### src/hdl/ecc_pkg.sv
package ecc_pkg;

    localparam int FIELD_W   = 32;
    localparam int KEY_W     = 8;
    localparam int KEY_STEPS = KEY_W - 1;          // top bit taken as one
    localparam int KEY_CNT_W = $clog2(KEY_STEPS + 1);
    localparam int NUM_REGS  = 8;

    typedef logic [FIELD_W-1:0]   field_t;
    typedef logic [KEY_W-1:0]     key_t;
    typedef logic [KEY_CNT_W-1:0] key_cnt_t;

    // field unit opcodes
    typedef enum logic [1:0] {
        op_add = 2'b00,
        op_sub = 2'b01,
        op_mul = 2'b10,
        op_div = 2'b11
    } op_e;

    typedef enum logic [2:0] {
        sel_qx,
        sel_qy,
        sel_px,
        sel_py,
        sel_a,
        sel_t1,
        sel_t2,
        sel_t3
    } reg_sel_e;

    // order matters, steps advance by increment
    typedef enum logic [4:0] {
        st_idle,
        st_load,
        dbl_0, dbl_1, dbl_2, dbl_3,
        dbl_4, dbl_5, dbl_6, dbl_7,
        dbl_8, dbl_9, dbl_10, dbl_11,
        add_0, add_1, add_2,
        add_3, add_4, add_5,
        add_6, add_7, add_8,
        st_next
    } step_e;

endpackage
### src/hdl/ecc_scalar_mult.sv
`timescale 1ns/10ps

module ecc_scalar_mult
(
    input  logic            i_clk,
    input  logic            i_reset,
    input  logic            i_start,
    input  logic            i_op_done,
    input  ecc_pkg::key_t   i_scalar,
    input  ecc_pkg::field_t i_px,
    input  ecc_pkg::field_t i_py,
    input  ecc_pkg::field_t i_curve_a,
    input  ecc_pkg::field_t i_op_result,
    output logic            o_busy,
    output logic            o_done,
    output logic            o_op_req,
    output ecc_pkg::op_e    o_op_sel,
    output ecc_pkg::field_t o_opnd_a,
    output ecc_pkg::field_t o_opnd_b,
    output ecc_pkg::field_t o_qx,
    output ecc_pkg::field_t o_qy
);

    logic              key_load;
    logic              key_next;
    logic              key_bit;
    logic              key_last;
    logic              dp_load;
    logic              dp_wr;
    logic              dp_commit;
    ecc_pkg::reg_sel_e src_a;
    ecc_pkg::reg_sel_e src_b;
    ecc_pkg::reg_sel_e dst;

    key_scanner i_key_scanner
    (
        .i_clk    (i_clk),
        .i_reset  (i_reset),
        .i_load   (key_load),
        .i_next   (key_next),
        .i_scalar (i_scalar),
        .o_bit    (key_bit),
        .o_last   (key_last)
    );

    point_sequencer i_point_sequencer
    (
        .i_clk      (i_clk),
        .i_reset    (i_reset),
        .i_start    (i_start),
        .i_op_done  (i_op_done),
        .i_bit      (key_bit),
        .i_last     (key_last),
        .o_busy     (o_busy),
        .o_done     (o_done),
        .o_op_req   (o_op_req),
        .o_wr       (dp_wr),
        .o_load     (dp_load),
        .o_commit   (dp_commit),
        .o_key_load (key_load),
        .o_key_next (key_next),
        .o_op_sel   (o_op_sel),
        .o_src_a    (src_a),
        .o_src_b    (src_b),
        .o_dst      (dst)
    );

    point_datapath i_point_datapath
    (
        .i_clk     (i_clk),
        .i_reset   (i_reset),
        .i_load    (dp_load),
        .i_wr      (dp_wr),
        .i_commit  (dp_commit),
        .i_px      (i_px),
        .i_py      (i_py),
        .i_curve_a (i_curve_a),
        .i_result  (i_op_result),
        .i_src_a   (src_a),
        .i_src_b   (src_b),
        .i_dst     (dst),
        .o_opnd_a  (o_opnd_a),
        .o_opnd_b  (o_opnd_b),
        .o_qx      (o_qx),
        .o_qy      (o_qy)
    );

endmodule

### src/hdl/point_datapath.sv
`timescale 1ns/10ps

module point_datapath
(
    input  logic              i_clk,
    input  logic              i_reset,
    input  logic              i_load,
    input  logic              i_wr,
    input  logic              i_commit,
    input  ecc_pkg::field_t   i_px,
    input  ecc_pkg::field_t   i_py,
    input  ecc_pkg::field_t   i_curve_a,
    input  ecc_pkg::field_t   i_result,
    input  ecc_pkg::reg_sel_e i_src_a,
    input  ecc_pkg::reg_sel_e i_src_b,
    input  ecc_pkg::reg_sel_e i_dst,
    output ecc_pkg::field_t   o_opnd_a,
    output ecc_pkg::field_t   o_opnd_b,
    output ecc_pkg::field_t   o_qx,
    output ecc_pkg::field_t   o_qy
);

    ecc_pkg::field_t qx, qy;                   // working point Q
    ecc_pkg::field_t px, py;                   // base point P
    ecc_pkg::field_t a;
    ecc_pkg::field_t t1, t2, t3;
    ecc_pkg::field_t bank [ecc_pkg::NUM_REGS];
    logic [ecc_pkg::NUM_REGS-1:0] wr_en;

    // read view indexed by select code
    assign bank[ecc_pkg::sel_qx] = qx;
    assign bank[ecc_pkg::sel_qy] = qy;
    assign bank[ecc_pkg::sel_px] = px;
    assign bank[ecc_pkg::sel_py] = py;
    assign bank[ecc_pkg::sel_a]  = a;
    assign bank[ecc_pkg::sel_t1] = t1;
    assign bank[ecc_pkg::sel_t2] = t2;
    assign bank[ecc_pkg::sel_t3] = t3;

    assign o_opnd_a = bank[i_src_a];
    assign o_opnd_b = bank[i_src_b];

    always_comb
    begin
        wr_en = '0;
        if (i_wr)
            wr_en[i_dst] = 1'b1;
    end

    always_ff @(posedge i_clk or posedge i_reset)
    begin
        if (i_reset)
        begin
            qx <= '0;
            qy <= '0;
        end
        else if (i_load)
        begin
            qx <= i_px;                        // Q starts at P
            qy <= i_py;
        end
        else
        begin
            if (i_commit)
                qx <= t2;                      // x3 moves with y3
            else if (wr_en[ecc_pkg::sel_qx])
                qx <= i_result;
            if (wr_en[ecc_pkg::sel_qy])
                qy <= i_result;
        end
    end

    always_ff @(posedge i_clk)
    begin
        if (i_load)
        begin
            px <= i_px;
            py <= i_py;
            a  <= i_curve_a;
        end
        else
        begin
            if (wr_en[ecc_pkg::sel_px])
                px <= i_result;
            if (wr_en[ecc_pkg::sel_py])
                py <= i_result;
            if (wr_en[ecc_pkg::sel_a])
                a <= i_result;
        end
        if (wr_en[ecc_pkg::sel_t1])
            t1 <= i_result;                    // lambda
        if (wr_en[ecc_pkg::sel_t2])
            t2 <= i_result;
        if (wr_en[ecc_pkg::sel_t3])
            t3 <= i_result;
    end

    assign o_qx = qx;
    assign o_qy = qy;

endmodule

### src/hdl/point_sequencer.sv
`timescale 1ns/10ps

module point_sequencer
(
    input  logic              i_clk,
    input  logic              i_reset,
    input  logic              i_start,
    input  logic              i_op_done,
    input  logic              i_bit,
    input  logic              i_last,
    output logic              o_busy,
    output logic              o_done,
    output logic              o_op_req,
    output logic              o_wr,
    output logic              o_load,
    output logic              o_commit,
    output logic              o_key_load,
    output logic              o_key_next,
    output ecc_pkg::op_e      o_op_sel,
    output ecc_pkg::reg_sel_e o_src_a,
    output ecc_pkg::reg_sel_e o_src_b,
    output ecc_pkg::reg_sel_e o_dst
);

    localparam int SEL_W = $bits(ecc_pkg::reg_sel_e);
    localparam int CTL_W = $bits(ecc_pkg::op_e) + 3 * SEL_W;

    ecc_pkg::step_e   state;
    ecc_pkg::step_e   state_n;
    logic             req_r;
    logic             req_n;
    logic             final_step;
    logic [CTL_W-1:0] step_ctl;        // {op, src_a, src_b, dst}

    always_ff @(posedge i_clk or posedge i_reset)
    begin
        if (i_reset)
        begin
            state <= ecc_pkg::st_idle;
            req_r <= 1'b0;
        end
        else
        begin
            state <= state_n;
            req_r <= req_n;
        end
    end

    always_comb
    begin
        state_n = state;
        req_n   = req_r;
        case (state)
            ecc_pkg::st_idle:
            begin
                if (i_start)
                    state_n = ecc_pkg::st_load;
            end
            ecc_pkg::st_load:
            begin
                state_n = ecc_pkg::dbl_0;
                req_n   = 1'b1;
            end
            ecc_pkg::st_next:
            begin
                if (i_last)
                begin
                    state_n = ecc_pkg::st_idle;
                end
                else
                begin
                    state_n = ecc_pkg::dbl_0;
                    req_n   = 1'b1;
                end
            end
            default:
            begin
                if (!req_r)
                begin
                    req_n = 1'b1;                      // end of the gap cycle
                end
                else if (i_op_done)
                begin
                    req_n = 1'b0;
                    if ((state == ecc_pkg::dbl_11) && !i_bit)
                        state_n = ecc_pkg::st_next;    // skip the addition
                    else
                        state_n = ecc_pkg::step_e'(state + 1'b1);
                end
            end
        endcase
    end

    // per-step opcode and register selects
    always_comb
    begin
        case (state)
            ecc_pkg::dbl_0:
                step_ctl = {ecc_pkg::op_mul, ecc_pkg::sel_qx, ecc_pkg::sel_qx, ecc_pkg::sel_t2};
            ecc_pkg::dbl_1:
                step_ctl = {ecc_pkg::op_add, ecc_pkg::sel_t2, ecc_pkg::sel_t2, ecc_pkg::sel_t3};
            ecc_pkg::dbl_2:
                step_ctl = {ecc_pkg::op_add, ecc_pkg::sel_t3, ecc_pkg::sel_t2, ecc_pkg::sel_t2};
            ecc_pkg::dbl_3:
                step_ctl = {ecc_pkg::op_add, ecc_pkg::sel_t2, ecc_pkg::sel_a, ecc_pkg::sel_t2};
            ecc_pkg::dbl_4:
                step_ctl = {ecc_pkg::op_add, ecc_pkg::sel_qy, ecc_pkg::sel_qy, ecc_pkg::sel_t3};
            ecc_pkg::dbl_5:
                step_ctl = {ecc_pkg::op_div, ecc_pkg::sel_t2, ecc_pkg::sel_t3, ecc_pkg::sel_t1};
            ecc_pkg::dbl_6:
                step_ctl = {ecc_pkg::op_mul, ecc_pkg::sel_t1, ecc_pkg::sel_t1, ecc_pkg::sel_t2};
            ecc_pkg::dbl_7:
                step_ctl = {ecc_pkg::op_sub, ecc_pkg::sel_t2, ecc_pkg::sel_qx, ecc_pkg::sel_t2};
            ecc_pkg::dbl_8:
                step_ctl = {ecc_pkg::op_sub, ecc_pkg::sel_t2, ecc_pkg::sel_qx, ecc_pkg::sel_t2};
            ecc_pkg::dbl_9:
                step_ctl = {ecc_pkg::op_sub, ecc_pkg::sel_qx, ecc_pkg::sel_t2, ecc_pkg::sel_t3};
            ecc_pkg::dbl_10:
                step_ctl = {ecc_pkg::op_mul, ecc_pkg::sel_t1, ecc_pkg::sel_t3, ecc_pkg::sel_t3};
            ecc_pkg::dbl_11:
                step_ctl = {ecc_pkg::op_sub, ecc_pkg::sel_t3, ecc_pkg::sel_qy, ecc_pkg::sel_qy};
            ecc_pkg::add_0:
                step_ctl = {ecc_pkg::op_sub, ecc_pkg::sel_py, ecc_pkg::sel_qy, ecc_pkg::sel_t2};
            ecc_pkg::add_1:
                step_ctl = {ecc_pkg::op_sub, ecc_pkg::sel_px, ecc_pkg::sel_qx, ecc_pkg::sel_t3};
            ecc_pkg::add_2:
                step_ctl = {ecc_pkg::op_div, ecc_pkg::sel_t2, ecc_pkg::sel_t3, ecc_pkg::sel_t1};
            ecc_pkg::add_3:
                step_ctl = {ecc_pkg::op_mul, ecc_pkg::sel_t1, ecc_pkg::sel_t1, ecc_pkg::sel_t2};
            ecc_pkg::add_4:
                step_ctl = {ecc_pkg::op_sub, ecc_pkg::sel_t2, ecc_pkg::sel_qx, ecc_pkg::sel_t2};
            ecc_pkg::add_5:
                step_ctl = {ecc_pkg::op_sub, ecc_pkg::sel_t2, ecc_pkg::sel_px, ecc_pkg::sel_t2};
            ecc_pkg::add_6:
                step_ctl = {ecc_pkg::op_sub, ecc_pkg::sel_qx, ecc_pkg::sel_t2, ecc_pkg::sel_t3};
            ecc_pkg::add_7:
                step_ctl = {ecc_pkg::op_mul, ecc_pkg::sel_t1, ecc_pkg::sel_t3, ecc_pkg::sel_t3};
            ecc_pkg::add_8:
                step_ctl = {ecc_pkg::op_sub, ecc_pkg::sel_t3, ecc_pkg::sel_qy, ecc_pkg::sel_qy};
            default:
                step_ctl = {ecc_pkg::op_add, ecc_pkg::sel_qx, ecc_pkg::sel_qx, ecc_pkg::sel_t2};
        endcase
    end

    assign final_step = (state == ecc_pkg::dbl_11) || (state == ecc_pkg::add_8);

    assign o_op_sel = ecc_pkg::op_e'(step_ctl[CTL_W-1 -: 2]);
    assign o_src_a  = ecc_pkg::reg_sel_e'(step_ctl[3*SEL_W-1 -: SEL_W]);
    assign o_src_b  = ecc_pkg::reg_sel_e'(step_ctl[2*SEL_W-1 -: SEL_W]);
    assign o_dst    = ecc_pkg::reg_sel_e'(step_ctl[SEL_W-1:0]);

    assign o_op_req   = req_r;
    assign o_wr       = req_r && i_op_done;          // late done pulses dropped
    assign o_commit   = o_wr && final_step;
    assign o_load     = (state == ecc_pkg::st_idle) && i_start;
    assign o_key_load = o_load;
    assign o_key_next = (state == ecc_pkg::st_next) && !i_last;
    assign o_done     = (state == ecc_pkg::st_next) && i_last;
    assign o_busy     = (state != ecc_pkg::st_idle);

endmodule

### src/hdl/key_scanner.sv
`timescale 1ns/10ps

module key_scanner
(
    input  logic          i_clk,
    input  logic          i_reset,
    input  logic          i_load,
    input  logic          i_next,
    input  ecc_pkg::key_t i_scalar,
    output logic          o_bit,
    output logic          o_last
);

    logic [ecc_pkg::KEY_STEPS-1:0] key_sr;     // bits below the leading one
    ecc_pkg::key_cnt_t             remain;     // bits still to present

    // shift register, msb first
    always_ff @(posedge i_clk)
    begin
        if (i_load)
        begin
            key_sr <= i_scalar[ecc_pkg::KEY_STEPS-1:0];
        end
        else if (i_next)
        begin
            key_sr <= {key_sr[ecc_pkg::KEY_STEPS-2:0], 1'b0};
        end
    end

    always_ff @(posedge i_clk or posedge i_reset)
    begin
        if (i_reset)
        begin
            remain <= '0;
        end
        else if (i_load)
        begin
            remain <= ecc_pkg::key_cnt_t'(ecc_pkg::KEY_STEPS);
        end
        else if (i_next && (remain != '0))
        begin
            remain <= remain - 1'b1;
        end
    end

    assign o_bit  = key_sr[ecc_pkg::KEY_STEPS-1];
    assign o_last = (remain == ecc_pkg::key_cnt_t'(1));   // current bit is final

endmodule

### config.mk
export PLATFORM = sky130hd
export DESIGN_NAME = ecc_scalar_mult
export DESIGN_NICKNAME = d
export VERILOG_FILES = /design/src/hdl/ecc_pkg.sv /design/src/hdl/ecc_scalar_mult.sv /design/src/hdl/point_datapath.sv /design/src/hdl/point_sequencer.sv /design/src/hdl/key_scanner.sv
export SDC_FILE = /design/constraint.sdc
export NUM_CORES = 1
export LEC_CHECK = 0
export BUFFER_PORTS_ARGS = -buffer_cell sky130_fd_sc_hd__buf_4
export CAP_MARGIN = 10
export CELL_PAD_IN_SITES_DETAIL_PLACEMENT = 0
export CELL_PAD_IN_SITES_GLOBAL_PLACEMENT = 2
export CORE_MARGIN = 2
export CORE_UTILIZATION = 40
export CTS_CLUSTER_SIZE = 40
export DETAILED_ROUTE_END_ITERATION = 8
export PLACE_DENSITY_LB_ADDON = 0.2
export REMOVE_ABC_BUFFERS = 1
export SLEW_MARGIN = 5
export SYNTH_ARGS = -nofsm -noshare
export SYNTH_HDL_FRONTEND = slang
export SYNTH_SLANG_ARGS = --single-unit
### constraint.sdc
create_clock -name i_clk -period 9 [get_ports i_clk]
set_input_delay 2.7 -clock i_clk [delete_from_list [all_inputs] [get_ports i_clk]]
set_output_delay 2.7 -clock i_clk [all_outputs]
set_load 0.05 [all_outputs]
======== Word-level counts from Yosys, hierarchy flattened ========
Memory sizes are Yosys's and may differ from the RTL's.
Index checks and enable logic that the tools add are counted.
storage, ports and cells
  register bits ........................... 272
  memory bits (read-only) ................. 352
  memories ................................ 1
  input port bits ......................... 140
  logic and storage cells ................. 88
  output and inout bits ................... 133
operators by class
  $lt $le $gt $ge ......................... 4
  add/sub/neg operators ................... 2
  bitwise logic cells ..................... 3
  reduce and logical (&&, ||, !) cells .... 25
  muxes and demuxes ....................... 34
  equal/unequal tests ..................... 7
memory list
  memory            words  bits a word  read ports  clocked after Yosys merged registers in  write ports  RTL line               source
  (name not given)  32     11           1           0                                        0            point_sequencer.sv:97  case (state)
operator list
  kind                                                       number
  2-to-1 mux 32 bit                                          15
  binary-select mux 32 bit (select 3 bit)                    2
  2-to-1 mux 5 bit                                           4
  one-hot mux 5 bit (3 select lines)                         1
  2-to-1 mux 7 bit                                           2
  nonzero test 2 bit                                         6
  == test 5 bit (second input constant)                      2
  greater-or-equal comparator 4 bit (second input constant)  2
  logical AND 1 bit                                          8
  2-to-1 mux 8 bit                                           1
  inverter 3 -> 4 bit                                        2
  nonzero test 4 bit                                         2
  2-to-1 mux 3 bit                                           2
  nonzero test 3 bit                                         2
  adder 5 x 1 -> 5 bit (second input constant)               1
  == test 5 x 1 -> 1 bit (second input constant)             1
  == test 5 x 4 -> 1 bit (second input constant)             1
  logical NOT 5 bit                                          1
  nonzero test 5 bit                                         1
  < comparator 3 x 4 -> 1 bit (second input constant)        1
  2-to-1 mux 1 bit                                           4
  != test 2 bit (second input constant)                      2
  demux 1 bit (select 3 bit)                                 1
  == test 3 x 1 -> 1 bit (second input constant)             1
  other kinds (9)                                            10

======== Longest topological paths before layout ========
An unclocked memory read counts as a cell.
  depth after elaboration ................. 9
  depth in mapped cells ................... 11
  gate-level depth less buffers ........... 8

======== Cells and area by module ========
Synthesis repeated with hierarchy kept, for this count alone.
unflattened totals
  cells, all modules ...................... 1015
  area total of the unflattened synthesis .. 15227.1 um^2
by module, submodules not included
  module           cells an instance  seq. area each (um^2)  instances  area each (um^2)
  point_datapath   851                7367.1                 1          13785.7
  point_sequencer  127                150.1                  1          922.1
  key_scanner      37                 285.3                  1          519.2

======== Worst setup path before layout ========
OpenSTA, ideal clock, no wires.
  path kind ............................... input to register
  from .................................... in i_op_done
  to ...................................... reg i_point_datapath.a[0] (enable)
  setup time .............................. 0.511 ns
  path buffers ............................ 0
  path slack .............................. 2.194 ns
  stages .................................. 2
  arrival time ............................ 6.296 ns
  cell sequence ........................... nand2_1 -> o41ai_1
on the way
  cells in the longest elaborated chain, start to end .. 3
ends and longest elaborated chain
  element                              RTL line                source
  from (decl)                          ecc_scalar_mult.sv:8    input logic i_op_done,
  logical AND 1 bit                    point_sequencer.sv:153  assign o_wr = req_r && i_op_done;
  2-to-1 mux 8 bit                     point_datapath.sv:46    if (i_wr)
  nonzero test 2 bit (no source line)  n/a
  to (signal assigned)                 point_datapath.sv:79    a <= i_curve_a;
  to (signal assigned)                 point_datapath.sv:88    a <= i_result;
  to (decl)                            point_datapath.sv:25    ecc_pkg::field_t a;
Every way passes these cells.
A chain may end at the register's enable or synchronous reset.

======== Worst setup path in the final report ========
  from .................................... reg i_point_sequencer.state[1]
  to ...................................... out o_opnd_b[20]
on the way
  cells in the longest elaborated chain, start to end .. 5
ends and longest elaborated chain
  element                                               RTL line               source
  from (decl)                                           point_sequencer.sv:28  ecc_pkg::step_e state;
  from (signal assigned)                                point_sequencer.sv:39  state <= ecc_pkg::st_idle;
  from (signal assigned)                                point_sequencer.sv:44  state <= state_n;
  memory (32 x 11 bit)                                  n/a
  inverter 3 -> 4 bit (not written as such)             point_datapath.sv:41   assign o_opnd_b = bank[i_src_b];
  binary-select mux 32 bit (select 3 bit)               point_datapath.sv:41
  2-to-1 mux 32 bit (not written as such) (2 in a row)  point_datapath.sv:41
  to (decl)                                             ecc_scalar_mult.sv:19  output ecc_pkg::field_t o_opnd_b,
Every way passes these cells. The select of a mux whose other input is x is not followed.

==> metrics <==
global-route wire length before repair=74600 microns; x dimension of the die=between 150 and 200 microns; type of the most critical hold path=reg -> reg; required time reported for the critical path endpoint=roughly 6.3 ns; Die Span Y=approximately 200 microns; post-detailed-routing wire length=51300 microns; Worst Setup Slack post-DPL=~2.6 ns; worst-skew pair later-pin latency=0.52 ns; number of global-route vias before repair=~12000; CTS tree=yes; average routed wire per standard cell=approximately 25 microns; DRC violation count after routing=0; layout cells sized above 1=0.320; Unique masters post-synth=67; antenna-violating nets left=0; area fraction in and, or, nand and nor cells after synthesis=0.113; Final Cell Area=approximately 19000 sq um; setup repair after global routing missed its margin=no; Placer Congestion=approximately 0.81; Top-Level Pins=around 270; Max Freq=around 140 MHz; final sum of negative setup slack=0 ns; Warnings, synthesis=0; crit start category=flop; most frequent cells in the layout=sky130_fd_sc_hd__nand2_1 (354), sky130_fd_sc_hd__buf_4 (296), sky130_fd_sc_hd__edfxtp_1 (199), sky130_fd_sc_hd__mux2i_1 (164), sky130_fd_sc_hd__mux2_2 (97); Seq/Total Area, Yosys=0.514; Min Clock Period, post-route=slightly above 7 ns; worst setup path start=i_point_sequencer.state[1]; cell count after synthesis=1304; mean number of vias per cell=about 5.6; total count of hold-check failures in the final report=0; Net count, final=around 1700; number of maximum-capacitance violations=0; compound-cell area share of the yosys netlist=0.120; number of levels the H-tree was split into=2; vias after detailed routing=approximately 12000; Final Slew Violations=0; First DRT Iteration DRCs=750; Core ar.=around 37000 sq um; Detailed Place HPWL=roughly 32000 microns; initial antenna violation count=2; total CTS buffers=34; arithmetic-cell share of the synthesized area counting full adders, half adders and majority gates=0.00907; overall die area=between 30000 and 40000 sq um; xor and xnor fraction of the mapped netlist area=0.00115; clock transition at the registers of the reported paths=about 0.05 ns; Sink Count=roughly 270; source of the worst hold timing path=i_key_scanner.key_sr[5]; number of hold buffers added after CTS=0; Most used DFF post-synth=sky130_fd_sc_hd__edfxtp_1; site row count=71; Worst Path Class, Setup=reg -> out; final count of negative-setup-slack endpoints=0; Post-synth EDFFs=a little under 200; overall overflow remaining after global route=0; total routing resource utilization after global routing=0.257; largest fanout of any net on the critical path=17; Port Buffers=roughly 270; DP Area=between 15000 and 20000 sq um; Post-synth ARST share=0.268; maximum number of pins on one net before global-route repair=just under 90; result of the run=finished clean; dominant combinational cell family by area after synthesis=multiplexers; slew at the pin closest to its max-slew limit=1.19 ns; sort of element at the end of the critical path=primary output; number of buffers inserted to repair setup after CTS=0; share of synthesized area spent on multiplexers=0.203; Post-CTS Resized=0; cell area after synthesis=15200 sq um; number of buffers on the longest clock path=3; worst flop-to-flop path startpoint=i_point_sequencer.state[1]; iteration count of the initial detailed-routing pass=6; count of state elements after synthesis=between 200 and 300; most frequent standard cell in the layout excluding fill and tap cells=sky130_fd_sc_hd__nand2_1; Finished Core Util=0.498; mean instance size in the synthesized netlist=about 12 sq um; effective utilization at floorplan=0.405; worst setup margin=about 1.9 ns; setup skew after layout=roughly 0.011 ns; final worst-path cycle share=0.788; CTS root buffer=sky130_fd_sc_hd__clkbuf_16; relative slew slack=0.204; area growth from synthesis to final layout=23.1%; arrival time of the worst setup path=4.39 ns
==> final cells by class <==
class	instances	area [sq um]
diodes	1	2.50
clock buffers	46	957
clock inverters	15	103
fillers	3544	18800
inverters	11	47.5
multi-input cells	926	6860
flip-flops and latches	272	7800
well taps	511	639
repair buffers	298	2260
==> registers in the layout (all words and copies together), names as in the netlist, 3 cells and up <==
name,cells
i_point_sequencer.state,5
i_point_datapath.t3,32
i_point_datapath.o_qy,32
i_point_datapath.px,32
i_key_scanner.key_sr,7
i_point_datapath.t1,32
i_point_datapath.o_qx,32
i_key_scanner.remain,3
i_point_datapath.t2,32
i_point_datapath.a,32
i_point_datapath.py,32
==> kinds of logic after synthesis <==
logic type                 count (synthesis)
buffers and inverters                    106
DFF                                      272
and+or+nand+nor                          416
adders and majority gates                 11
xor gates and xnor gates                   2
muxes                                    292
AOI/OAI and AO/OA                        205
==> per-layer routing <==
metal  routed length, microns  GRT usage  up-vias  share of wire
met5                       16          0        -        0.00031
li1                         -          -     5390              -
met4                      842     0.0569        2          0.016
met1                    23100      0.361     5905           0.45
met3                     3250     0.0476       64          0.063
met2                    24100      0.413      380           0.47
==> synthesized netlist by cell type (all sizes together) (2+ instances only) <==
cell    count  area (sq um)
and3        4          25.0
edfxtp    199          5980
a31oi       2          18.8
buf        77           479
nand2b      3          18.8
mux2      128          1440
mux2i     164          1640
o21ai      12          60.1
and2        3          18.8
a21oi       5          25.0
ha         11           138
nor2b       5          38.8
o211ai     33           248
o41ai       2          25.0
nor2       23          98.8
o311ai      2          17.5
a32o       32           320
nand2     357          1340
or2         2          12.5
dfrtp      73          1830
nor3        6          35.0
o32a        2          20.0
nand3       4          20.0
a221oi     65           713
o22ai      37           238
inv        10          37.5
clkbuf     18          78.8
==> through the flow <==
step | hold slack, ns | instances
after global placement | 0.504 | 2018
after detailed placement | 0.511 | 2018
final | 0.523 | 2080
after CTS | 0.525 | 2079
after global routing | 0.560 | 2080
after floorplan | 0.483 | 1209
==> worst max-delay path, cell delays in order (launching register included) <==
cell	delay, ns
sky130_fd_sc_hd__dfrtp_1	0.67
sky130_fd_sc_hd__inv_1	0.21
sky130_fd_sc_hd__ha_1	0.43
sky130_fd_sc_hd__o211a_1	0.27
sky130_fd_sc_hd__o32a_1	0.40
sky130_fd_sc_hd__nand2_2	0.45
sky130_fd_sc_hd__buf_4	0.44
sky130_fd_sc_hd__o22ai_1	0.16
sky130_fd_sc_hd__a221oi_1	0.51
sky130_fd_sc_hd__buf_4	0.31
==> path summary, 6_finish.rpt <==
check                                       endpoint  slack [ns]  depth (start not counted)
max                                     o_opnd_b[20]        1.91                          9
min                          i_key_scanner.key_sr[6]        0.52                          2
max reg2reg                i_point_datapath.o_qx[23]        5.24                          8
min reg2reg                  i_key_scanner.key_sr[6]        0.52                          2
max in group asynchronous  i_point_datapath.o_qy[11]        5.46                          3
min in group asynchronous  i_point_datapath.o_qx[27]        2.33                          2
Power is not shown: default switching activity piles up to over one toggle a cycle in this logic, so the estimate is an artifact.
